$ cat config.mk
export PLATFORM = sky130hd
export DESIGN_NAME = main_mem_write_port_flat
export DESIGN_NICKNAME = d
export VERILOG_FILES = /design/src/verilog/main_mem_cfg_pkg.sv /design/src/verilog/main_mem_cmd_pkg.sv /design/src/verilog/mem_bank_if.sv /design/src/verilog/access_map.sv /design/src/verilog/main_mem_write_port.sv /design/src/flat_wrapper.sv
export VERILOG_INCLUDE_DIRS = /design/src /design/src/include
export SDC_FILE = /design/constraint.sdc
export NUM_CORES = 1
export LEC_CHECK = 0
export BUFFER_PORTS_ARGS = -buffer_cell sky130_fd_sc_hd__buf_4
export CAP_MARGIN = 40
export CORE_AREA = 2 2 473 475
export DETAILED_ROUTE_END_ITERATION = 8
export DIE_AREA = 0 0 475 477
export GPL_TIMING_DRIVEN = 0
export PLACE_DENSITY = 0.35
export SLEW_MARGIN = 0
export SYNTH_ARGS = -nofsm -noshare
export SYNTH_HDL_FRONTEND = slang
export SYNTH_HIERARCHICAL = 1
export SYNTH_SLANG_ARGS = --single-unit
$ cat constraint.sdc
create_clock -name vclk -period 14.9
set_clock_uncertainty 0.05 [all_clocks]
set_input_delay 2.98 -clock vclk [all_inputs]
set_output_delay 2.98 -clock vclk [all_outputs]
set_load 0.01 [all_outputs]
$ cat src/include/main_mem_defs.svh
`ifndef MAIN_MEM_DEFS_SVH
`define MAIN_MEM_DEFS_SVH

////////////////////
// bank geometry
`define MM_COLS     8     // block-ram columns
`define MM_ROWS     512
`define MM_ROW_W    9
`define MM_WORD_W   64    // one column word
`define MM_PARAL_W  512   // all columns side by side

////////////////////
// logical access
`define MM_IDX_W    14
`define MM_ELEM_W   16    // B element
`define MM_NBLK_W   8     // num_blocks field
`define MM_LEN_W    3     // one-hot length fields

////////////////////
// region row offsets
`define MM_OFF_SS      9'd0
`define MM_OFF_C       (`MM_OFF_SS + 9'd4)      // C is gone, rows kept
`define MM_OFF_RNG     (`MM_OFF_C + 9'd2)
`define MM_OFF_SALT    (`MM_OFF_RNG + 9'd1)
`define MM_OFF_SEEDSE  (`MM_OFF_SALT + 9'd1)
`define MM_OFF_PKH     (`MM_OFF_SEEDSE + 9'd1)
`define MM_OFF_U       (`MM_OFF_PKH + 9'd1)
`define MM_OFF_K       (`MM_OFF_U + 9'd1)
`define MM_OFF_B       (`MM_OFF_K + 9'd1)

// last index of the fixed-length regions
`define MM_SS_LAST     14'd24
`define MM_RNG_LAST    14'd7

`endif

$ cat src/verilog/main_mem_cfg_pkg.sv
`default_nettype none

`include "main_mem_defs.svh"

package main_mem_cfg_pkg;

  // runtime parameter set
  typedef struct packed {
    logic [`MM_NBLK_W-1:0] num_blocks;  // 8x8 blocks in B
    logic [`MM_LEN_W-1:0]  len_sec;     // one-hot
    logic [`MM_LEN_W-1:0]  len_se;      // one-hot
    logic [`MM_LEN_W-1:0]  len_salt;    // one-hot
  } mem_cfg_t;

  ////////////////////
  // last indexes derived from mem_cfg_t
  typedef struct packed {
    logic [`MM_ROW_W-1:0] cells_min1;     // 2*num_blocks-1
    logic [`MM_IDX_W-1:0] cells_x8_min1;  // 16*num_blocks-1
    logic [`MM_IDX_W-1:0] sec_min1;
    logic [`MM_IDX_W-1:0] se_min1;
    logic [`MM_IDX_W-1:0] salt_min1;
  } mem_limits_t;

endpackage

`default_nettype wire

$ cat src/verilog/main_mem_cmd_pkg.sv
`default_nettype none

package main_mem_cmd_pkg;

  // one access mode per cycle and port, cmd_none when idle
  typedef enum logic [3:0] {
    cmd_none   = 4'd0,
    // B matrix, 16-bit elements
    cmd_b_row  = 4'd1,   // row first, 1x4
    cmd_b_col  = 4'd2,   // column first, 4x1
    // 64-bit cell regions
    cmd_ss     = 4'd3,
    cmd_rng    = 4'd4,
    cmd_salt   = 4'd5,
    cmd_seedse = 4'd6,
    cmd_pkh    = 4'd7,
    cmd_k      = 4'd8,
    cmd_u      = 4'd9,
    // whole 8x4 block on the parallel bus
    cmd_b_mat  = 4'd10
  } mem_cmd_e;

endpackage

`default_nettype wire

$ cat src/verilog/mem_bank_if.sv
`timescale 1ns/100ps
`default_nettype none

`include "main_mem_defs.svh"

interface mem_bank_if;

  logic [`MM_ROW_W-1:0]   r_row;
  logic [`MM_COLS*8-1:0]  r_en;     // one bit per column byte
  logic [`MM_PARAL_W-1:0] r_data;   // masked, 2 cycles after r_row
  logic [`MM_ROW_W-1:0]   w_row;
  logic [`MM_COLS*8-1:0]  w_en;
  logic [`MM_PARAL_W-1:0] w_data;

  modport bank (
    input  r_row, r_en, w_row, w_en, w_data,
    output r_data
  );

  modport reader (
    output r_row, r_en,
    input  r_data
  );

  modport writer (
    output w_row, w_en, w_data
  );

endinterface

`default_nettype wire
$ cat src/verilog/access_map.sv
`timescale 1ns/100ps
`default_nettype none

`include "main_mem_defs.svh"

module access_map
  import main_mem_cmd_pkg::*, main_mem_cfg_pkg::*;
(
  input  mem_cmd_e              i_cmd,
  input  logic [`MM_IDX_W-1:0]  i_index,
  input  mem_cfg_t              i_cfg,
  output logic [`MM_ROW_W-1:0]  o_row,
  output logic [`MM_COLS*8-1:0] o_en,
  output logic [`MM_IDX_W-1:0]  o_index_next,
  output logic                  o_has_next
);

  mem_limits_t          lim;
  logic [`MM_ROW_W-1:0] offset;
  logic [`MM_ROW_W-1:0] local_row;
  logic [`MM_COLS-1:0]  col_en;
  logic [7:0]           byte_en;
  logic                 row_wrap;

  always_comb begin
    lim.cells_min1    = {i_cfg.num_blocks, 1'b0} - 9'd1;
    lim.cells_x8_min1 = {2'b00, i_cfg.num_blocks, 4'b0000} - 14'd1;
    lim.sec_min1      = i_cfg.len_sec[0]  ? 14'd1 : i_cfg.len_sec[1]  ? 14'd2 : 14'd3;
    lim.se_min1       = i_cfg.len_se[0]   ? 14'd3 : i_cfg.len_se[1]   ? 14'd5 : 14'd7;
    lim.salt_min1     = i_cfg.len_salt[0] ? 14'd3 : i_cfg.len_salt[1] ? 14'd5 : 14'd7;
  end

  ////////////////////
  // row and enables
  always_comb begin
    local_row = i_index[11:3];            // cells and b_col: 8 per row
    col_en    = 8'h01 << i_index[2:0];
    byte_en   = 8'hff;
    case (i_cmd)
      cmd_ss:     offset = `MM_OFF_SS;
      cmd_rng:    offset = `MM_OFF_RNG;
      cmd_salt:   offset = `MM_OFF_SALT;
      cmd_seedse: offset = `MM_OFF_SEEDSE;
      cmd_pkh:    offset = `MM_OFF_PKH;
      cmd_k:      offset = `MM_OFF_K;
      cmd_u:      offset = `MM_OFF_U;
      cmd_b_row: begin
        offset    = `MM_OFF_B;
        local_row = i_index[`MM_ROW_W-1:0];
        col_en    = 8'h01 << i_index[11:9];
      end
      cmd_b_col: begin
        offset  = `MM_OFF_B;
        col_en  = i_index[0] ? 8'hf0 : 8'h0f;
        byte_en = 8'h03 << {i_index[2:1], 1'b0};  // one 16-bit lane
      end
      cmd_b_mat: begin
        offset    = `MM_OFF_B;
        local_row = i_index[`MM_ROW_W-1:0];
        col_en    = 8'hff;
      end
      default: begin
        offset  = '0;
        col_en  = '0;
        byte_en = '0;
      end
    endcase
  end

  assign o_row = offset + local_row;

  always_comb begin
    for (int c = 0; c < `MM_COLS; c++) begin
      for (int b = 0; b < 8; b++) begin
        o_en[c*8 + b] = col_en[c] & byte_en[b];
      end
    end
  end

  ////////////////////
  // stepping
  always_comb begin
    row_wrap     = (i_index[`MM_ROW_W-1:0] == lim.cells_min1);
    o_index_next = i_index + 14'd1;
    if (i_cmd == cmd_b_row && row_wrap) begin
      o_index_next = {i_index[13:9] + 5'd1, 9'd0};  // next column
    end
    case (i_cmd)
      cmd_b_row:      o_has_next = (i_index != {5'd7, lim.cells_min1});
      cmd_b_col:      o_has_next = (i_index != lim.cells_x8_min1);
      cmd_b_mat:      o_has_next = (i_index != {5'd0, lim.cells_min1});
      cmd_ss:         o_has_next = (i_index != `MM_SS_LAST);
      cmd_rng:        o_has_next = (i_index != `MM_RNG_LAST);
      cmd_salt:       o_has_next = (i_index != lim.salt_min1);
      cmd_seedse:     o_has_next = (i_index != lim.se_min1);
      cmd_pkh, cmd_k,
      cmd_u:          o_has_next = (i_index != lim.sec_min1);
      default:        o_has_next = 1'b0;
    endcase
  end

endmodule

`default_nettype wire

$ cat src/verilog/main_mem_write_port.sv
`timescale 1ns/100ps
`default_nettype none

`include "main_mem_defs.svh"

module main_mem_write_port
  import main_mem_cmd_pkg::*, main_mem_cfg_pkg::*;
(
  input  mem_cmd_e               i_cmd,
  input  logic [`MM_IDX_W-1:0]   i_index,
  input  mem_cfg_t               i_cfg,
  input  logic [`MM_WORD_W-1:0]  i_bus,
  input  logic [`MM_PARAL_W-1:0] i_paral,
  output logic [`MM_IDX_W-1:0]   o_index_next,
  output logic                   o_has_next,
  mem_bank_if.writer             bank
);

  logic [`MM_PARAL_W-1:0] w_data;

  access_map u_map (
    .i_cmd        (i_cmd),
    .i_index      (i_index),
    .i_cfg        (i_cfg),
    .o_row        (bank.w_row),
    .o_en         (bank.w_en),
    .o_index_next (o_index_next),
    .o_has_next   (o_has_next)
  );

  // spread data wide, the enables pick the bytes
  always_comb begin
    case (i_cmd)
      cmd_b_mat: w_data = i_paral;
      cmd_b_col: begin
        w_data = '0;
        for (int k = 0; k < 4; k++) begin
          w_data[k*`MM_WORD_W +: `MM_WORD_W]     = {4{i_bus[k*`MM_ELEM_W +: `MM_ELEM_W]}};
          w_data[(k+4)*`MM_WORD_W +: `MM_WORD_W] = {4{i_bus[k*`MM_ELEM_W +: `MM_ELEM_W]}};
        end
      end
      default:   w_data = {`MM_COLS{i_bus}};
    endcase
  end

  assign bank.w_data = w_data;

endmodule

`default_nettype wire

$ cat src/flat_wrapper.sv
// flat-port wrapper written by rule: the top's interface ports become plain ports
module main_mem_write_port_flat import main_mem_cmd_pkg::*, main_mem_cfg_pkg::*;
  (i_cmd, i_index, i_cfg, i_bus, i_paral, o_index_next, o_has_next, bank_w_row, bank_w_en, bank_w_data);
  mem_bank_if bank_i ();
  input  mem_cmd_e i_cmd;
  input  logic [`MM_IDX_W-1:0] i_index;
  input  mem_cfg_t i_cfg;
  input  logic [`MM_WORD_W-1:0] i_bus;
  input  logic [`MM_PARAL_W-1:0] i_paral;
  output logic [`MM_IDX_W-1:0] o_index_next;
  output logic o_has_next;
  output wire logic [$bits(bank_i.w_row)-1:0] bank_w_row;
  output wire logic [$bits(bank_i.w_en)-1:0] bank_w_en;
  output wire logic [$bits(bank_i.w_data)-1:0] bank_w_data;
  assign bank_w_row = bank_i.w_row;
  assign bank_w_en = bank_i.w_en;
  assign bank_w_data = bank_i.w_data;
  main_mem_write_port u_core (.i_cmd(i_cmd), .i_index(i_index), .i_cfg(i_cfg), .i_bus(i_bus), .i_paral(i_paral), .o_index_next(o_index_next), .o_has_next(o_has_next), .bank(bank_i));
endmodule
==> impl_metrics.yaml <==
status:
  status: "finished clean"
placement:
  port_buffers: 1204
  post-dp-hpwl_mm: 226.4
  gp_congestion: 0.8775
  dpl_cell_area_sq_um: 27040
detailed_routing:
  ant_nets: 0
  vias: 19130
  drt_pass1_iterations: 5
  drt-initial-drc-count: 989
  detail_route.wl_per_cell_microns: 44.04
  routed_wl_mm: 250.7
  drc: 0
  avgViaCountPerCell: 3.360
clock_network:
  cts_hold_buf: 0
  ctsResizeCount: 0
  post_cts_buffers: 0
sta:
  fin_tns_setup_ns: 0
  rsz0062_at_grt: "no"
  timing.slew.headroom_pct: 41.17
  setup_viol_count_final: 0
  tightest_slew_ns: 0.8824
  fmax_mhz: 101.2
  maxSlewViolCount: 0
  hold_viol: 0
  period_minus_slack_ns: 9.885
  fin_crit_sh_pct: 66.34
synth:
  syn_area_sq_um: 13460
  synthCells: 1407
  synth.distinct_cells: 61
  synth_nets: 2026
  ys_warn_count: 6
  ys_seq_area_share_pct: 0
  syn_avg_cell_area_sq_um: 9.569
critical_path:
  path_class: "in -> out"
  required_ns: 11.87
  crit_path_start_kind: "primary input"
  cp_slowest_cell: "nor3_1"
  cpPeakStageDelay_ns: 0.50
  cp_max_fo: 10
  cp-end-kind: "primary output"
  arrival_ns: 6.86
  worstPathCellList: "buf_4, buf_2, buf_1, nand3b_1, a21oi_1, clkbuf_1, mux2_2, ha_1, a21o_1, a21oi_1, nor3_1, nand3_1, xor2_1, mux2i_1, buf_4"
die:
  die_x_microns: 475
  core-area_sq_um: 221400
  die_h_microns: 477
  rows: 173
  start_util_pct: 6.080
  ioPinCount: 1211
  die_area_sq_um: 226600
run:
  drv_cap: 0
power_and_ir_drop:
  leakage_nw: 11.23
  p_per_area_nw_per_um2: 37.41
  worst_ir_drop_vdd_v: 0.00001148
final_layout:
  final_area_sq_um: 27210
  fin_nets: 3273
  layout-drive-gt1-share_pct: 87.86
  layout_commonest_cell: "buf_4"
  nClkBuffers: 0
  layout_common_cells: "buf_4 (1275), mux2_2 (900), buf_6 (61), nor2_1 (54), clkbuf_2 (40)"
  synthToLayoutAreaGrowth_pct: 102.1
  ff_latch_area_sq_um: 0
  n_sequential_cell: 0
global_route:
  grt_pass1_vias: 18630
  grt_overflow: 0
  antenna_found_initial: 324
  grt_pass1_wl_mm: 291.4
  grt_max_degree: 11
  track_usage_pct: 21.02
worst_hold_path:
  hp-class: "in -> out"
per-stage QoR:
step           hold WS [ns]  utilization (%)  power [mW]  setup WS (ns)  cells
6_report              6.221            12.29       1.018          5.015   5693
3_5_place_dp          6.220            12.21       1.042          5.060   5627
5_1_grt               6.231            12.23       1.057          4.759   5644
4_1_cts               6.222            12.21       1.047          5.046   5627
2_1_floorplan         5.990                -      0.3773          6.006   1407
3_3_place_gp          6.220            11.84       1.020          5.108   5586
where the power goes:
group / switching (mW) / leakage (nW) / internal, mW
Clock: 0 / 0.000418 / 0.000000373
Combinational: 0.550 / 11.2 / 0.468
Sequential: 0 / 0 / 0
Total: 0.550 / 11.2 / 0.468
layer usage:
layer	track usage (%)	part of all wire, %
met3	12.38	14
met4	3.377	2.6
met5	0	0.78
met1	20.28	33
met2	38.64	50
critical path: cells and delay by family:
| family | cells | cell delay [ns] |
|---|---|---|
| buf+inv | 5 | 1.37 |
| compound gates | 3 | 0.64 |
| xor+xnor | 1 | 0.18 |
| fa+ha+maj | 1 | 0.32 |
| simple gates | 3 | 0.79 |
| mux | 2 | 0.55 |
logic make-up (layout without fill, tap and decap cells):
| kind of cell | after synthesis | in the layout | share of synthesized area [%] |
|---|---|---|---|
| XOR/XNOR | 32 | 32 | 2.082 |
| AO/OA/AOI/OAI | 82 | 82 | 3.996 |
| AND/OR/NAND/NOR | 146 | 146 | 5.780 |
| multiplexers | 908 | 908 | 75.87 |
| other | 0 | 66 | 0 |
| adder cells (fa/ha/maj) | 8 | 8 | 0.7992 |
| buffers and inverters | 231 | 1476 | 11.48 |
layout make-up:
type / count / area (sq um)
Antenna cell: 66 / 165.2
Buffer: 218 / 1546
Fill cell: 25600 / 194200
Inverter: 13 / 48.80
Multi-Input combinational cell: 1176 / 11920
Tap cell: 2975 / 3722
Timing Repair Buffer: 1245 / 9807
cells in the mapped netlist, drive strengths merged (2+ instances only):
cell     instances  area, sq um
mux2           900        10130
buf            139         1200
clkbuf          79        296.5
nor2            54        202.7
a21oi           23        115.1
xnor2           21        183.9
o21ai           18        90.09
nand2           16        60.06
nand3           16        80.08
inv             13        48.80
xor2            11        96.34
nor2b            9        56.30
nor3             9        45.04
a21o             8        60.06
mux2i            8        80.08
or3              8        55.05
ha               7        87.58
a31oi            6        37.54
o211ai           5        37.54
and3             4        25.02
nand2b           4        25.02
and2             3        18.77
nand3b           3        22.52
nand4            3        18.77
o2111ai          3        26.28
o31ai            3        22.52
a2111oi          2        23.77
a211o            2        17.52
and4b            2        23.77
nand4b           2        17.52
nor3b            2        20.02
nor4             2        27.53
o221ai           2        17.52
or2              2        12.51
or4              2        18.77
final timing paths:
| kind | cells past startpoint | endpoint | slack, ns | from |
|---|---|---|---|---|
| max | 15 | bank_w_row[8] | 5.01 | i_cmd[1] |
| min | 3 | bank_w_data[12] | 6.22 | i_paral[12] |
No activity file was read; power rests on OpenSTA's default activity.
