<file path="src/include/main_mem_defs.svh">
`ifndef MAIN_MEM_DEFS_SVH
`define MAIN_MEM_DEFS_SVH

////////////////////
// bank geometry
`define MM_COLS     8     // block-ram columns
`define MM_ROWS     512
`define MM_ROW_W    9
`define MM_WORD_W   64    // one column word
`define MM_PARAL_W  512   // all columns side by side

////////////////////
// logical access
`define MM_IDX_W    14
`define MM_ELEM_W   16    // B element
`define MM_NBLK_W   8     // num_blocks field
`define MM_LEN_W    3     // one-hot length fields

////////////////////
// region row offsets
`define MM_OFF_SS      9'd0
`define MM_OFF_C       (`MM_OFF_SS + 9'd4)      // C is gone, rows kept
`define MM_OFF_RNG     (`MM_OFF_C + 9'd2)
`define MM_OFF_SALT    (`MM_OFF_RNG + 9'd1)
`define MM_OFF_SEEDSE  (`MM_OFF_SALT + 9'd1)
`define MM_OFF_PKH     (`MM_OFF_SEEDSE + 9'd1)
`define MM_OFF_U       (`MM_OFF_PKH + 9'd1)
`define MM_OFF_K       (`MM_OFF_U + 9'd1)
`define MM_OFF_B       (`MM_OFF_K + 9'd1)

// last index of the fixed-length regions
`define MM_SS_LAST     14'd24
`define MM_RNG_LAST    14'd7

`endif

</file>
<file path="src/verilog/main_mem_cfg_pkg.sv">
`default_nettype none

`include "main_mem_defs.svh"

package main_mem_cfg_pkg;

  // runtime parameter set
  typedef struct packed {
    logic [`MM_NBLK_W-1:0] num_blocks;  // 8x8 blocks in B
    logic [`MM_LEN_W-1:0]  len_sec;     // one-hot
    logic [`MM_LEN_W-1:0]  len_se;      // one-hot
    logic [`MM_LEN_W-1:0]  len_salt;    // one-hot
  } mem_cfg_t;

  ////////////////////
  // last indexes derived from mem_cfg_t
  typedef struct packed {
    logic [`MM_ROW_W-1:0] cells_min1;     // 2*num_blocks-1
    logic [`MM_IDX_W-1:0] cells_x8_min1;  // 16*num_blocks-1
    logic [`MM_IDX_W-1:0] sec_min1;
    logic [`MM_IDX_W-1:0] se_min1;
    logic [`MM_IDX_W-1:0] salt_min1;
  } mem_limits_t;

endpackage

`default_nettype wire

</file>
<file path="src/verilog/main_mem_cmd_pkg.sv">
`default_nettype none

package main_mem_cmd_pkg;

  // one access mode per cycle and port, cmd_none when idle
  typedef enum logic [3:0] {
    cmd_none   = 4'd0,
    // B matrix, 16-bit elements
    cmd_b_row  = 4'd1,   // row first, 1x4
    cmd_b_col  = 4'd2,   // column first, 4x1
    // 64-bit cell regions
    cmd_ss     = 4'd3,
    cmd_rng    = 4'd4,
    cmd_salt   = 4'd5,
    cmd_seedse = 4'd6,
    cmd_pkh    = 4'd7,
    cmd_k      = 4'd8,
    cmd_u      = 4'd9,
    // whole 8x4 block on the parallel bus
    cmd_b_mat  = 4'd10
  } mem_cmd_e;

endpackage

`default_nettype wire

</file>
<file path="src/verilog/mem_bank_if.sv">
`timescale 1ns/100ps
`default_nettype none

`include "main_mem_defs.svh"

interface mem_bank_if;

  logic [`MM_ROW_W-1:0]   r_row;
  logic [`MM_COLS*8-1:0]  r_en;     // one bit per column byte
  logic [`MM_PARAL_W-1:0] r_data;   // masked, 2 cycles after r_row
  logic [`MM_ROW_W-1:0]   w_row;
  logic [`MM_COLS*8-1:0]  w_en;
  logic [`MM_PARAL_W-1:0] w_data;

  modport bank (
    input  r_row, r_en, w_row, w_en, w_data,
    output r_data
  );

  modport reader (
    output r_row, r_en,
    input  r_data
  );

  modport writer (
    output w_row, w_en, w_data
  );

endinterface

`default_nettype wire
</file>
<file path="src/verilog/access_map.sv">
`timescale 1ns/100ps
`default_nettype none

`include "main_mem_defs.svh"

module access_map
  import main_mem_cmd_pkg::*, main_mem_cfg_pkg::*;
(
  input  mem_cmd_e              i_cmd,
  input  logic [`MM_IDX_W-1:0]  i_index,
  input  mem_cfg_t              i_cfg,
  output logic [`MM_ROW_W-1:0]  o_row,
  output logic [`MM_COLS*8-1:0] o_en,
  output logic [`MM_IDX_W-1:0]  o_index_next,
  output logic                  o_has_next
);

  mem_limits_t          lim;
  logic [`MM_ROW_W-1:0] offset;
  logic [`MM_ROW_W-1:0] local_row;
  logic [`MM_COLS-1:0]  col_en;
  logic [7:0]           byte_en;
  logic                 row_wrap;

  always_comb begin
    lim.cells_min1    = {i_cfg.num_blocks, 1'b0} - 9'd1;
    lim.cells_x8_min1 = {2'b00, i_cfg.num_blocks, 4'b0000} - 14'd1;
    lim.sec_min1      = i_cfg.len_sec[0]  ? 14'd1 : i_cfg.len_sec[1]  ? 14'd2 : 14'd3;
    lim.se_min1       = i_cfg.len_se[0]   ? 14'd3 : i_cfg.len_se[1]   ? 14'd5 : 14'd7;
    lim.salt_min1     = i_cfg.len_salt[0] ? 14'd3 : i_cfg.len_salt[1] ? 14'd5 : 14'd7;
  end

  ////////////////////
  // row and enables
  always_comb begin
    local_row = i_index[11:3];            // cells and b_col: 8 per row
    col_en    = 8'h01 << i_index[2:0];
    byte_en   = 8'hff;
    case (i_cmd)
      cmd_ss:     offset = `MM_OFF_SS;
      cmd_rng:    offset = `MM_OFF_RNG;
      cmd_salt:   offset = `MM_OFF_SALT;
      cmd_seedse: offset = `MM_OFF_SEEDSE;
      cmd_pkh:    offset = `MM_OFF_PKH;
      cmd_k:      offset = `MM_OFF_K;
      cmd_u:      offset = `MM_OFF_U;
      cmd_b_row: begin
        offset    = `MM_OFF_B;
        local_row = i_index[`MM_ROW_W-1:0];
        col_en    = 8'h01 << i_index[11:9];
      end
      cmd_b_col: begin
        offset  = `MM_OFF_B;
        col_en  = i_index[0] ? 8'hf0 : 8'h0f;
        byte_en = 8'h03 << {i_index[2:1], 1'b0};  // one 16-bit lane
      end
      cmd_b_mat: begin
        offset    = `MM_OFF_B;
        local_row = i_index[`MM_ROW_W-1:0];
        col_en    = 8'hff;
      end
      default: begin
        offset  = '0;
        col_en  = '0;
        byte_en = '0;
      end
    endcase
  end

  assign o_row = offset + local_row;

  always_comb begin
    for (int c = 0; c < `MM_COLS; c++) begin
      for (int b = 0; b < 8; b++) begin
        o_en[c*8 + b] = col_en[c] & byte_en[b];
      end
    end
  end

  ////////////////////
  // stepping
  always_comb begin
    row_wrap     = (i_index[`MM_ROW_W-1:0] == lim.cells_min1);
    o_index_next = i_index + 14'd1;
    if (i_cmd == cmd_b_row && row_wrap) begin
      o_index_next = {i_index[13:9] + 5'd1, 9'd0};  // next column
    end
    case (i_cmd)
      cmd_b_row:      o_has_next = (i_index != {5'd7, lim.cells_min1});
      cmd_b_col:      o_has_next = (i_index != lim.cells_x8_min1);
      cmd_b_mat:      o_has_next = (i_index != {5'd0, lim.cells_min1});
      cmd_ss:         o_has_next = (i_index != `MM_SS_LAST);
      cmd_rng:        o_has_next = (i_index != `MM_RNG_LAST);
      cmd_salt:       o_has_next = (i_index != lim.salt_min1);
      cmd_seedse:     o_has_next = (i_index != lim.se_min1);
      cmd_pkh, cmd_k,
      cmd_u:          o_has_next = (i_index != lim.sec_min1);
      default:        o_has_next = 1'b0;
    endcase
  end

endmodule

`default_nettype wire

</file>
<file path="src/verilog/main_mem_read_port.sv">
`timescale 1ns/100ps
`default_nettype none

`include "main_mem_defs.svh"

module main_mem_read_port
  import main_mem_cmd_pkg::*, main_mem_cfg_pkg::*;
(
  input  logic                   clk,
  input  logic                   i_rst_n,
  input  mem_cmd_e               i_cmd,
  input  logic [`MM_IDX_W-1:0]   i_index,
  input  mem_cfg_t               i_cfg,
  output logic [`MM_IDX_W-1:0]   o_index_next,
  output logic                   o_has_next,
  output logic [`MM_WORD_W-1:0]  o_bus,
  output logic [`MM_PARAL_W-1:0] o_paral,
  mem_bank_if.reader             bank
);

  mem_cmd_e              cmd_d1;
  mem_cmd_e              cmd_d2;   // aligned with bank.r_data
  logic [`MM_ELEM_W-1:0] lane_or [`MM_COLS];
  logic [`MM_WORD_W-1:0] word_or;

  access_map u_map (
    .i_cmd        (i_cmd),
    .i_index      (i_index),
    .i_cfg        (i_cfg),
    .o_row        (bank.r_row),
    .o_en         (bank.r_en),
    .o_index_next (o_index_next),
    .o_has_next   (o_has_next)
  );

  always_ff @(posedge clk) begin
    if (!i_rst_n) begin
      cmd_d1 <= cmd_none;
      cmd_d2 <= cmd_none;
    end else begin
      cmd_d1 <= i_cmd;
      cmd_d2 <= cmd_d1;
    end
  end

  ////////////////////
  // merge, relies on zeroed unselected bytes
  always_comb begin
    word_or = '0;
    for (int c = 0; c < `MM_COLS; c++) begin
      word_or    = word_or | bank.r_data[c*`MM_WORD_W +: `MM_WORD_W];
      lane_or[c] = bank.r_data[c*`MM_WORD_W      +: `MM_ELEM_W]
                 | bank.r_data[c*`MM_WORD_W + 16 +: `MM_ELEM_W]
                 | bank.r_data[c*`MM_WORD_W + 32 +: `MM_ELEM_W]
                 | bank.r_data[c*`MM_WORD_W + 48 +: `MM_ELEM_W];
    end
  end

  always_comb begin
    o_bus = word_or;
    if (cmd_d2 == cmd_b_col) begin
      for (int k = 0; k < 4; k++) begin
        o_bus[k*`MM_ELEM_W +: `MM_ELEM_W] = lane_or[k] | lane_or[k+4];  // one half is zero
      end
    end
  end

  assign o_paral = bank.r_data;

endmodule

`default_nettype wire

</file>
<file path="src/flat_wrapper.sv">
// flat-port wrapper written by rule: the top's interface ports become plain ports
module main_mem_read_port_flat import main_mem_cmd_pkg::*, main_mem_cfg_pkg::*;
  (clk, i_rst_n, i_cmd, i_index, i_cfg, o_index_next, o_has_next, o_bus, o_paral, bank_r_row, bank_r_en, bank_r_data);
  mem_bank_if bank_i ();
  input  logic clk;
  input  logic i_rst_n;
  input  mem_cmd_e i_cmd;
  input  logic [`MM_IDX_W-1:0] i_index;
  input  mem_cfg_t i_cfg;
  output logic [`MM_IDX_W-1:0] o_index_next;
  output logic o_has_next;
  output logic [`MM_WORD_W-1:0] o_bus;
  output logic [`MM_PARAL_W-1:0] o_paral;
  output wire logic [$bits(bank_i.r_row)-1:0] bank_r_row;
  output wire logic [$bits(bank_i.r_en)-1:0] bank_r_en;
  input wire logic [$bits(bank_i.r_data)-1:0] bank_r_data;
  assign bank_r_row = bank_i.r_row;
  assign bank_r_en = bank_i.r_en;
  assign bank_i.r_data = bank_r_data;
  main_mem_read_port u_core (.clk(clk), .i_rst_n(i_rst_n), .i_cmd(i_cmd), .i_index(i_index), .i_cfg(i_cfg), .o_index_next(o_index_next), .o_has_next(o_has_next), .o_bus(o_bus), .o_paral(o_paral), .bank(bank_i));
endmodule
</file>
<file path="config.mk">
export PLATFORM = sky130hd
export DESIGN_NAME = main_mem_read_port_flat
export DESIGN_NICKNAME = d
export VERILOG_FILES = /design/src/verilog/main_mem_cfg_pkg.sv /design/src/verilog/main_mem_cmd_pkg.sv /design/src/verilog/mem_bank_if.sv /design/src/verilog/access_map.sv /design/src/verilog/main_mem_read_port.sv /design/src/flat_wrapper.sv
export VERILOG_INCLUDE_DIRS = /design/src /design/src/include
export SDC_FILE = /design/constraint.sdc
export NUM_CORES = 1
export LEC_CHECK = 0
export BUFFER_PORTS_ARGS = -buffer_cell sky130_fd_sc_hd__buf_2
export CELL_PAD_IN_SITES_DETAIL_PLACEMENT = 1
export CELL_PAD_IN_SITES_GLOBAL_PLACEMENT = 2
export CORE_AREA = 5 5 470 472
export DETAILED_ROUTE_END_ITERATION = 10
export DIE_AREA = 0 0 475 477
export PLACE_DENSITY = 0.35
export SLEW_MARGIN = 20
export SYNTH_ARGS = -nofsm -noshare
export SYNTH_HDL_FRONTEND = slang
export SYNTH_SLANG_ARGS = --single-unit
</file>
<file path="constraint.sdc">
create_clock -name clk -period 4.56 [get_ports clk]
set_input_delay 0.684 -clock clk [delete_from_list [all_inputs] [get_ports clk]]
set_output_delay 0.684 -clock clk [all_outputs]
set_load 0.01 [all_outputs]
</file>
==> run summary, run 1 <==
===============================================================================
Shortest period the worst path allows                                   4.34 ns
Reg clk slew, reported paths                                            0.04 ns
Final hold violations                                                         0
Clock network latency to the later pin of the worst-skew pair           0.23 ns
Area share of the leading cell type in the synthesized netlist            0.486
Die Y-Extent                                                             477 um
Sequential-to-total area share from yosys stat                           0.0191
Clock buffer count from CTS                                                   3
Die Area                                                           227000 sq um
Total power per unit cell area                                      137 nW/um^2
Total routing usage reported by global routing                            0.149
Timing-limited maximum frequency                                        231 MHz
Overall routed net length                                             179000 um
Fin Clk Skew                                                        0.000222 ns
WP data required                                                        3.88 ns
Reported leakage power                                                  6.09 nW
Net count after synthesis                                                  1822
I/O pin total                                                              1213
Pin count of the biggest net entering global routing                         65
Synth-to-layout area growth                                               67.4%
Clock sink count                                                              8
Clock tree from TritonCTS                                                  done
Number of standard-cell rows in the floorplan                               171
Warning count from the yosys run                                              0
Register-to-Register Setup Slack                                        4.03 ns
Unique masters post-synth                                                    59
Post-cts resize count                                                         0
Final global-route overflow total                                             0
Worst flop-to-flop path startpoint                                 u_core.cmd_d1[3]$_SDFF_PN0_
Synth Cell Area                                                      8400 sq um
Clk buf depth                                                                 2
Synth Instances                                                            1265
Final worst setup slack                                                0.223 ns
Final max-slew violation count                                                0
Initial antenna violation count                                              66
Beginning of the worst hold path                                   u_core.cmd_d1[1]$_SDFF_PN0_
Post-route DRC violation count                                                0
Number of nets in the finished design                                      2474
Input/output buffers                                                       1209
RSZ-0062 raised after global routing                                      false
Category of the worst setup path capture point                     primary output
Async set-reset flop share out of synthesis                                   0
Floorplan Core Area                                                216000 sq um
End of the worst hold path                                         u_core.cmd_d2[1]$_SDFF_PN0_
Vias in the first global route                                            13.1k
Class of the tightest hold or removal check                             reg2reg
Count of nets left with antenna violations after detail routing               0
Post-route total power                                                  1.93 mW
Largest cells by area after synthesis                              sky130_fd_sc_hd__buf_4 49%, sky130_fd_sc_hd__nor2_1 9.6%, sky130_fd_sc_hd__nand4_1 6.9%
Top cell types by occurrence after synthesis                       544 x sky130_fd_sc_hd__buf_4, 215 x sky130_fd_sc_hd__nor2_1, 92 x sky130_fd_sc_hd__nand4_1
Root Buffer Master                                                 sky130_fd_sc_hd__clkbuf_16
Layout cell share with drive strength beyond 1                            0.653
Number of synthesized register bits                                           8
Average cell area after synthesis                                    6.64 sq um
Top-count cell post-synth                                          sky130_fd_sc_hd__buf_4
Post-CTS Hold Fix Bufs                                                        0
Setup slack after placement                                            0.137 ns
List of cells traversed by the critical path                       buf_2 -> or3b_1 -> a21oi_1 -> buf_4 -> mux2_2 -> fa_1 -> a21o_1 -> a21oi_1 -> nor3_2 -> xnor2_1 -> buf_2
Startpoint class of the critical path                                 input pin
Depth of the worst register-to-register path                                  1
DR pass1 iterations                                                           4
Hpwl dp                                                               172000 um
Detailed-route vias per instance                                           2.60
Slowest stage cell on the critical path                            sky130_fd_sc_hd__fa_1
Final hold slack                                                       0.429 ns
Setup TNS                                                                  0 ns
Maximum ir drop on the vdd rail                                         62.1 uV
Crit Path Category                                                       in2out
Largest stage delay, worst path                                         0.44 ns
Starting Density                                                         0.0389
Max-Slew Margin vs Limit                                                  0.281
Most area-hungry cell type in the Yosys netlist                    sky130_fd_sc_hd__buf_4
Worst-path maximum fanout                                                    10
Count of cells along the worst hold path                                      1
Die width                                                                475 um
Violation count after the first detailed-route iteration                    694
Most instantiated flip-flop cell in the synthesis netlist          sky130_fd_sc_hd__dfxtp_1
Data arrival, critical path                                             3.65 ns
Per-cell routed wire length                                             37.4 um
Via Count                                                                 12.4k
Maximum Capacitance Violations                                                0
Placer's final routability congestion estimate                            0.961
Number of synthesized flops with an enable pin                                0
Crit Reg-Reg Endpoint                                              u_core.cmd_d2[3]$_SDFF_PN0_
Total of endpoints with negative setup slack in the final report              0
Wire length of the first global-routing pass                          208000 um
Run status                                                         complete, no violations
Slew of the pin with the lowest slew margin                             1.07 ns
Post-CTS setup buffer count                                                   0
CTS H-Tree Depth                                                              1
Period utilization                                                        0.951
===============================================================================
==> how the worst max path moves through the flow <==
stage                         from             to  depth (start not counted)
after global placement    i_cmd[3]  bank_r_row[8]                         13
after global routing      i_cmd[3]  bank_r_row[8]                         13
after floorplan           i_cmd[1]  bank_r_row[8]                         13
final                     i_cmd[3]  bank_r_row[6]                         11
after detailed placement  i_cmd[3]  bank_r_row[6]                         11
after CTS                 i_cmd[3]  bank_r_row[6]                         11
==> state kept, by name, summed over array words and instances, names as in the netlist <==
name / cells
u_core.cmd_d2: 4
u_core.cmd_d1: 4
==> layout by cell type, fill, tap and decap left out, drive strengths merged, types with 4 or more instances in the layout <==
cell / count
a21oi: 23
o21ai: 17
mux2i: 7
dfxtp: 8
nand2: 19
nor2: 216
nor2b: 7
xnor2: 23
and3: 7
a211o: 61
nand4: 92
inv: 7
nor3: 11
nand3: 42
xor2: 16
diode: 11
ha: 7
a41oi: 4
mux2: 5
or3: 9
and2: 10
nor4: 35
nand2b: 6
buf: 1232
==> area by class of cell <==
| class | instances | area [sq um] |
|---|---|---|
| Inverter | 7 | 26.3 |
| Fill cell | 26400 | 202000 |
| Timing Repair Buffer | 1232 | 6240 |
| Antenna cell | 11 | 27.5 |
| Sequential cell | 8 | 160 |
| Multi-Input combinational cell | 665 | 3970 |
| Tap cell | 2854 | 3570 |
| Clock buffer | 3 | 75.1 |
==> metal layers <==
layer / global-route usage / wire length [um] / vias to the layer above
met5: 0 / 55 / -
met4: 0.0153 / 2230 / 8
met3: 0.0794 / 22500 / 114
met2: 0.270 / 89100 / 936
met1: 0.158 / 65000 / 6201
li1: - / - / 5161
==> worst max-delay path: cells and delay by family <==
kind                       cells  cell delay [ns]
and+or+nand+nor                2             0.49
AOI/OAI and AO/OA              3             0.78
buffers and inverters          3             0.60
adders and majority gates      1             0.44
xor gates and xnor gates       1             0.28
muxes                          1             0.38
==> per-stage QoR <==
| stage | instances | cell area [sq um] | utilization |
|---|---|---|---|
| floorplan | 1265 | 8400 | - |
| global placement | 4766 | 14000 | 0.0646 |
| detailed placement | 4766 | 14000 | 0.0646 |
| CTS | 4769 | 14000 | 0.0649 |
| global route | 4776 | 14100 | 0.0650 |
| finish | 4780 | 14100 | 0.0651 |
==> kinds of logic after synthesis <==
kind of cell	Yosys count	synth area share
AND/OR/NAND/NOR	472	0.281
flip-flops	8	0.0191
XOR/XNOR	39	0.0407
buffers and inverters	592	0.511
adder cells (fa/ha/maj)	8	0.0128
AO/OA/AOI/OAI	134	0.121
multiplexers	12	0.0150
==> where the power goes <==
group	total (mW)	switching, mW	internal [mW]
Clock	0.145	0.0318	0.113
Combinational	1.71	1.24	0.471
Sequential	0.0749	0.00120	0.0737
Total	1.93	1.27	0.657
(Power assumes the default switching activity.)
==> run 2, diff against run 1 <==
--- a/config.mk
+++ b/config.mk
@@ -6,12 +6,13 @@
 export SDC_FILE = /design/constraint.sdc
 export NUM_CORES = 1
 export LEC_CHECK = 0
+export ABC_AREA = 1
 export BUFFER_PORTS_ARGS = -buffer_cell sky130_fd_sc_hd__buf_2
 export CELL_PAD_IN_SITES_DETAIL_PLACEMENT = 1
 export CELL_PAD_IN_SITES_GLOBAL_PLACEMENT = 2
-export CORE_AREA = 5 5 470 472
+export CORE_AREA = 5 5 471 473
 export DETAILED_ROUTE_END_ITERATION = 10
-export DIE_AREA = 0 0 475 477
+export DIE_AREA = 0 0 476 478
 export PLACE_DENSITY = 0.35
 export SLEW_MARGIN = 20
 export SYNTH_ARGS = -nofsm -noshare
==> run summary, run 2 <==
===============================================================================
Violation count after the first detailed-route iteration                    848   +22%
Maximum ir drop on the vdd rail                                         61.3 uV   -1.3%
Die Y-Extent                                                             478 um   +0.21%
Length of routed wiring on met1                                        58300 um   -10%
Root Buffer Master                                                 sky130_fd_sc_hd__clkbuf_16
Layout cell share with drive strength beyond 1                            0.658   +0.00451
CTS H-Tree Depth                                                              1   unchanged
Beginning of the worst hold path                                   u_core.cmd_d1[0]$_SDFF_PN0_
Per-cell routed wire length                                             32.6 um   -13%
Worst-path maximum fanout                                                    18   +8
Synth-to-layout area growth                                               62.3%
Highest routing layer actually used                                        met5
Number of standard-cell rows in the floorplan                               171   unchanged
Die width                                                                476 um   +0.21%
Count of cells along the worst hold path                                      2   +1
Crit Reg-Reg Endpoint                                              u_core.cmd_d2[3]$_SDFF_PN0_
Crit Path Category                                                       in2out
Final global-route overflow total                                             0   unchanged
Number of synthesized flops with an enable pin                                0   unchanged
Input/output buffers                                                       1209   unchanged
Clock tree from TritonCTS                                                  done
Worst flop-to-flop path startpoint                                 u_core.cmd_d1[3]$_SDFF_PN0_
Clock sink count                                                              8   unchanged
Starting Density                                                         0.0421   +0.00319
Most area-hungry cell type in the Yosys netlist                    sky130_fd_sc_hd__buf_4
Reported leakage power                                                  6.84 nW   +12%
Warning count from the yosys run                                              0   unchanged
Net count after synthesis                                                  1997   +9.6%
Number of nets in the finished design                                      2657   +7.4%
Total of endpoints with negative setup slack in the final report              0   unchanged
Number of synthesized register bits                                           8   unchanged
Post-cts resize count                                                         0   unchanged
Placed instance area                                                14600 sq um   +4.9%
End of the worst hold path                                         u_core.cmd_d2[0]$_SDFF_PN0_
Category of the worst setup path capture point                     primary output
Post-route DRC violation count                                                0   unchanged
Async set-reset flop share out of synthesis                                   0   unchanged
Via Count                                                                 13.4k   +7.5%
Slew of the pin with the lowest slew margin                            0.963 ns   -0.105 ns
Initial antenna violation count                                              64   -3.0%
Largest registers                                                  u_core.cmd_d1: 4 flops, u_core.cmd_d2: 4 flops
Reg clk slew, reported paths                                            0.04 ns   about the same
Register-to-Register Setup Slack                                        4.08 ns   +0.05 ns
Total routing usage reported by global routing                            0.134   -0.0157
Final standard cell area without fillers                            14800 sq um   +5.1%
Final hold violations                                                         0   unchanged
Internal cell power                                                      696 uW   +5.9%
Total power per unit cell area                                      132 nW/um^2   -4.2%
Final max-slew violation count                                                0   unchanged
Floorplan Core Area                                                217000 sq um   +0.20%
DR pass1 iterations                                                           5   +1
Top-count cell post-synth                                          sky130_fd_sc_hd__buf_4
Wire length of the first global-routing pass                          193000 um   -7.6%
Metal3 WL                                                              13800 um   -38%
RSZ-0062 raised after global routing                                      false
WP data required                                                        3.88 ns   about the same
Startpoint class of the critical path                                 input pin
I/O pin total                                                              1213   unchanged
Met2 WL post-DR                                                        81100 um   -8.9%
Average cell area after synthesis                                    6.32 sq um   -4.8%
Area share of the leading cell type in the synthesized netlist            0.450   -0.0361
Clock buffer count from CTS                                                   3   unchanged
Timing-limited maximum frequency                                        254 MHz   +9.9%
Placer's final routability congestion estimate                            0.928   -3.4%
Clock Power Share                                                         0.076   about the same
Count of nets left with antenna violations after detail routing               0   unchanged
Top cell types by occurrence after synthesis                       546 x sky130_fd_sc_hd__buf_4, 144 x sky130_fd_sc_hd__nand2_1, 141 x sky130_fd_sc_hd__nor2_1
Synth Instances                                                            1440   +14%
Synth Cell Area                                                      9110 sq um   +8.4%
Period utilization                                                        0.865   -0.0860
Setup TNS                                                                  0 ns   unchanged
Data arrival, critical path                                             3.26 ns   -0.39 ns
Die Area                                                           228000 sq um   +0.42%
Maximum Capacitance Violations                                                0   unchanged
Vias in the first global route                                            13.9k   +6.7%
Commonest cells after routing, fill and taps aside                 1209 x sky130_fd_sc_hd__buf_2, 144 x sky130_fd_sc_hd__nand2_1, 141 x sky130_fd_sc_hd__nor2_1, 131 x sky130_fd_sc_hd__or2_2, 114 x sky130_fd_sc_hd__nand3_1
Clk buf depth                                                                 2   unchanged
Depth of the worst register-to-register path                                  2   +1
Fin Clk Skew                                                        0.000407 ns   +0.000184 ns
Post-CTS Hold Fix Bufs                                                        0   unchanged
Run status                                                         complete, no violations
Sequential-to-total area share from yosys stat                           0.0176   -0.00148
Combinational fraction of design power                                    0.886   about the same
Unique masters post-synth                                                    42   -29%
Overall routed net length                                             162000 um   -9.3%
Most instantiated flip-flop cell in the synthesis netlist          sky130_fd_sc_hd__dfxtp_1
Hpwl dp                                                               154000 um   -11%
Most common library cell in the layout ignoring fill and taps      sky130_fd_sc_hd__buf_2
Detailed-route vias per instance                                           2.68   +3.3%
Share of total power consumed by net switching                            0.642   -0.0178
Shortest period the worst path allows                                   3.94 ns   -0.392 ns
Clock network latency to the later pin of the worst-skew pair           0.23 ns   about the same
Post-CTS setup buffer count                                                   0   unchanged
NetSw                                                                   1.25 mW   -2.0%
Relative contribution of sequential cells to total power                  0.039   about the same
Pin count of the biggest net entering global routing                         67   +3.1%
Max-Slew Margin vs Limit                                                  0.350   +0.0681
Class of the tightest hold or removal check                             reg2reg
Largest cells by area after synthesis                              sky130_fd_sc_hd__buf_4 45%, sky130_fd_sc_hd__o41ai_1 9.0%, sky130_fd_sc_hd__or2_2 9.0%
===============================================================================
-- run 2: changes by cell type in the layout (fill, tap and decap cells not counted), moves of 32 or more --
cell / before / now
sky130_fd_sc_hd__a211o_1: 61 / 0
sky130_fd_sc_hd__or2_2: 0 / 131
sky130_fd_sc_hd__nand4_1: 92 / 7
sky130_fd_sc_hd__nand3_1: 42 / 114
sky130_fd_sc_hd__nand2_1: 19 / 144
sky130_fd_sc_hd__nor2_1: 215 / 141
sky130_fd_sc_hd__o21ai_0: 11 / 43
sky130_fd_sc_hd__inv_1: 7 / 68
sky130_fd_sc_hd__o41ai_1: 0 / 94
-- run 2: area by class of cell --
class	instances	area [sq um]
Tap cell	2854	3570
Timing Repair Buffer	1219	6140
Multi-Input combinational cell	793	4490
Clock buffer	3	75.1
Antenna cell	24	60.1
Fill cell	26600	202000
Sequential cell	8	160
Inverter	75	284
-- run 2: cells by family after synthesis --
kind of cell    share of synthesized area
flops                              0.0176
xor+xnor                           0.0164
compound gates                      0.140
fa+ha+maj                          0.0118
simple gates                        0.323
buf+inv                             0.491
-- run 2: power by group through the flow --
stage	logic [mW]	clock network, mW	registers [mW]
floorplan	0.805	0	0.0755
global placement	1.78	0	0.0761
detailed placement	1.77	0	0.0761
CTS	1.78	0.155	0.0750
global route	1.83	0.157	0.0752
finish	1.72	0.147	0.0750
-- run 2: how the worst max path moves through the flow --
stage,start,to,slack (ns)
6_report,i_cmd[2],bank_r_row[8],0.62
3_5_place_dp,i_cmd[0],bank_r_row[8],0.57
5_1_grt,i_cmd[2],bank_r_row[8],0.33
3_3_place_gp,i_cmd[1],bank_r_row[8],0.56
2_1_floorplan,i_cmd[1],bank_r_row[8],1.05
4_1_cts,i_cmd[1],bank_r_row[8],0.55
-- run 2: metal layers --
layer / vias to the layer above / GRT usage
met3: 176 / 0.0378
met4: 22 / 0.0585
li1: 5660 / -
met1: 6626 / 0.144
met5: - / 0
met2: 868 / 0.243
-- run 2: critical path, stage by stage --
cell and delay, ns:
sky130_fd_sc_hd__buf_2 0.14, sky130_fd_sc_hd__inv_1 0.13, sky130_fd_sc_hd__nand2_1 0.07, sky130_fd_sc_hd__nor2_1 0.21, sky130_fd_sc_hd__inv_2 0.14, sky130_fd_sc_hd__nand2_4 0.19
sky130_fd_sc_hd__o21ai_0 0.11, sky130_fd_sc_hd__ha_1 0.26, sky130_fd_sc_hd__fa_1 0.47, sky130_fd_sc_hd__a31oi_1 0.30, sky130_fd_sc_hd__nor2_1 0.11, sky130_fd_sc_hd__nand4_1 0.13
sky130_fd_sc_hd__xor2_1 0.16, sky130_fd_sc_hd__buf_2 0.15
-- run 2: metrics by stage --
step / setup slack [ns] / util / instances / power, mW / hold slack [ns]
global route: 0.333 / 0.0681 / 4963 / 2.06 / 0.436
detailed placement: 0.567 / 0.0676 / 4949 / 1.85 / 0.399
global placement: 0.560 / 0.0676 / 4949 / 1.86 / 0.397
CTS: 0.552 / 0.0680 / 4952 / 2.01 / 0.408
floorplan: 1.05 / - / 1440 / 0.881 / 0.386
finish: 0.615 / 0.0682 / 4976 / 1.94 / 0.404
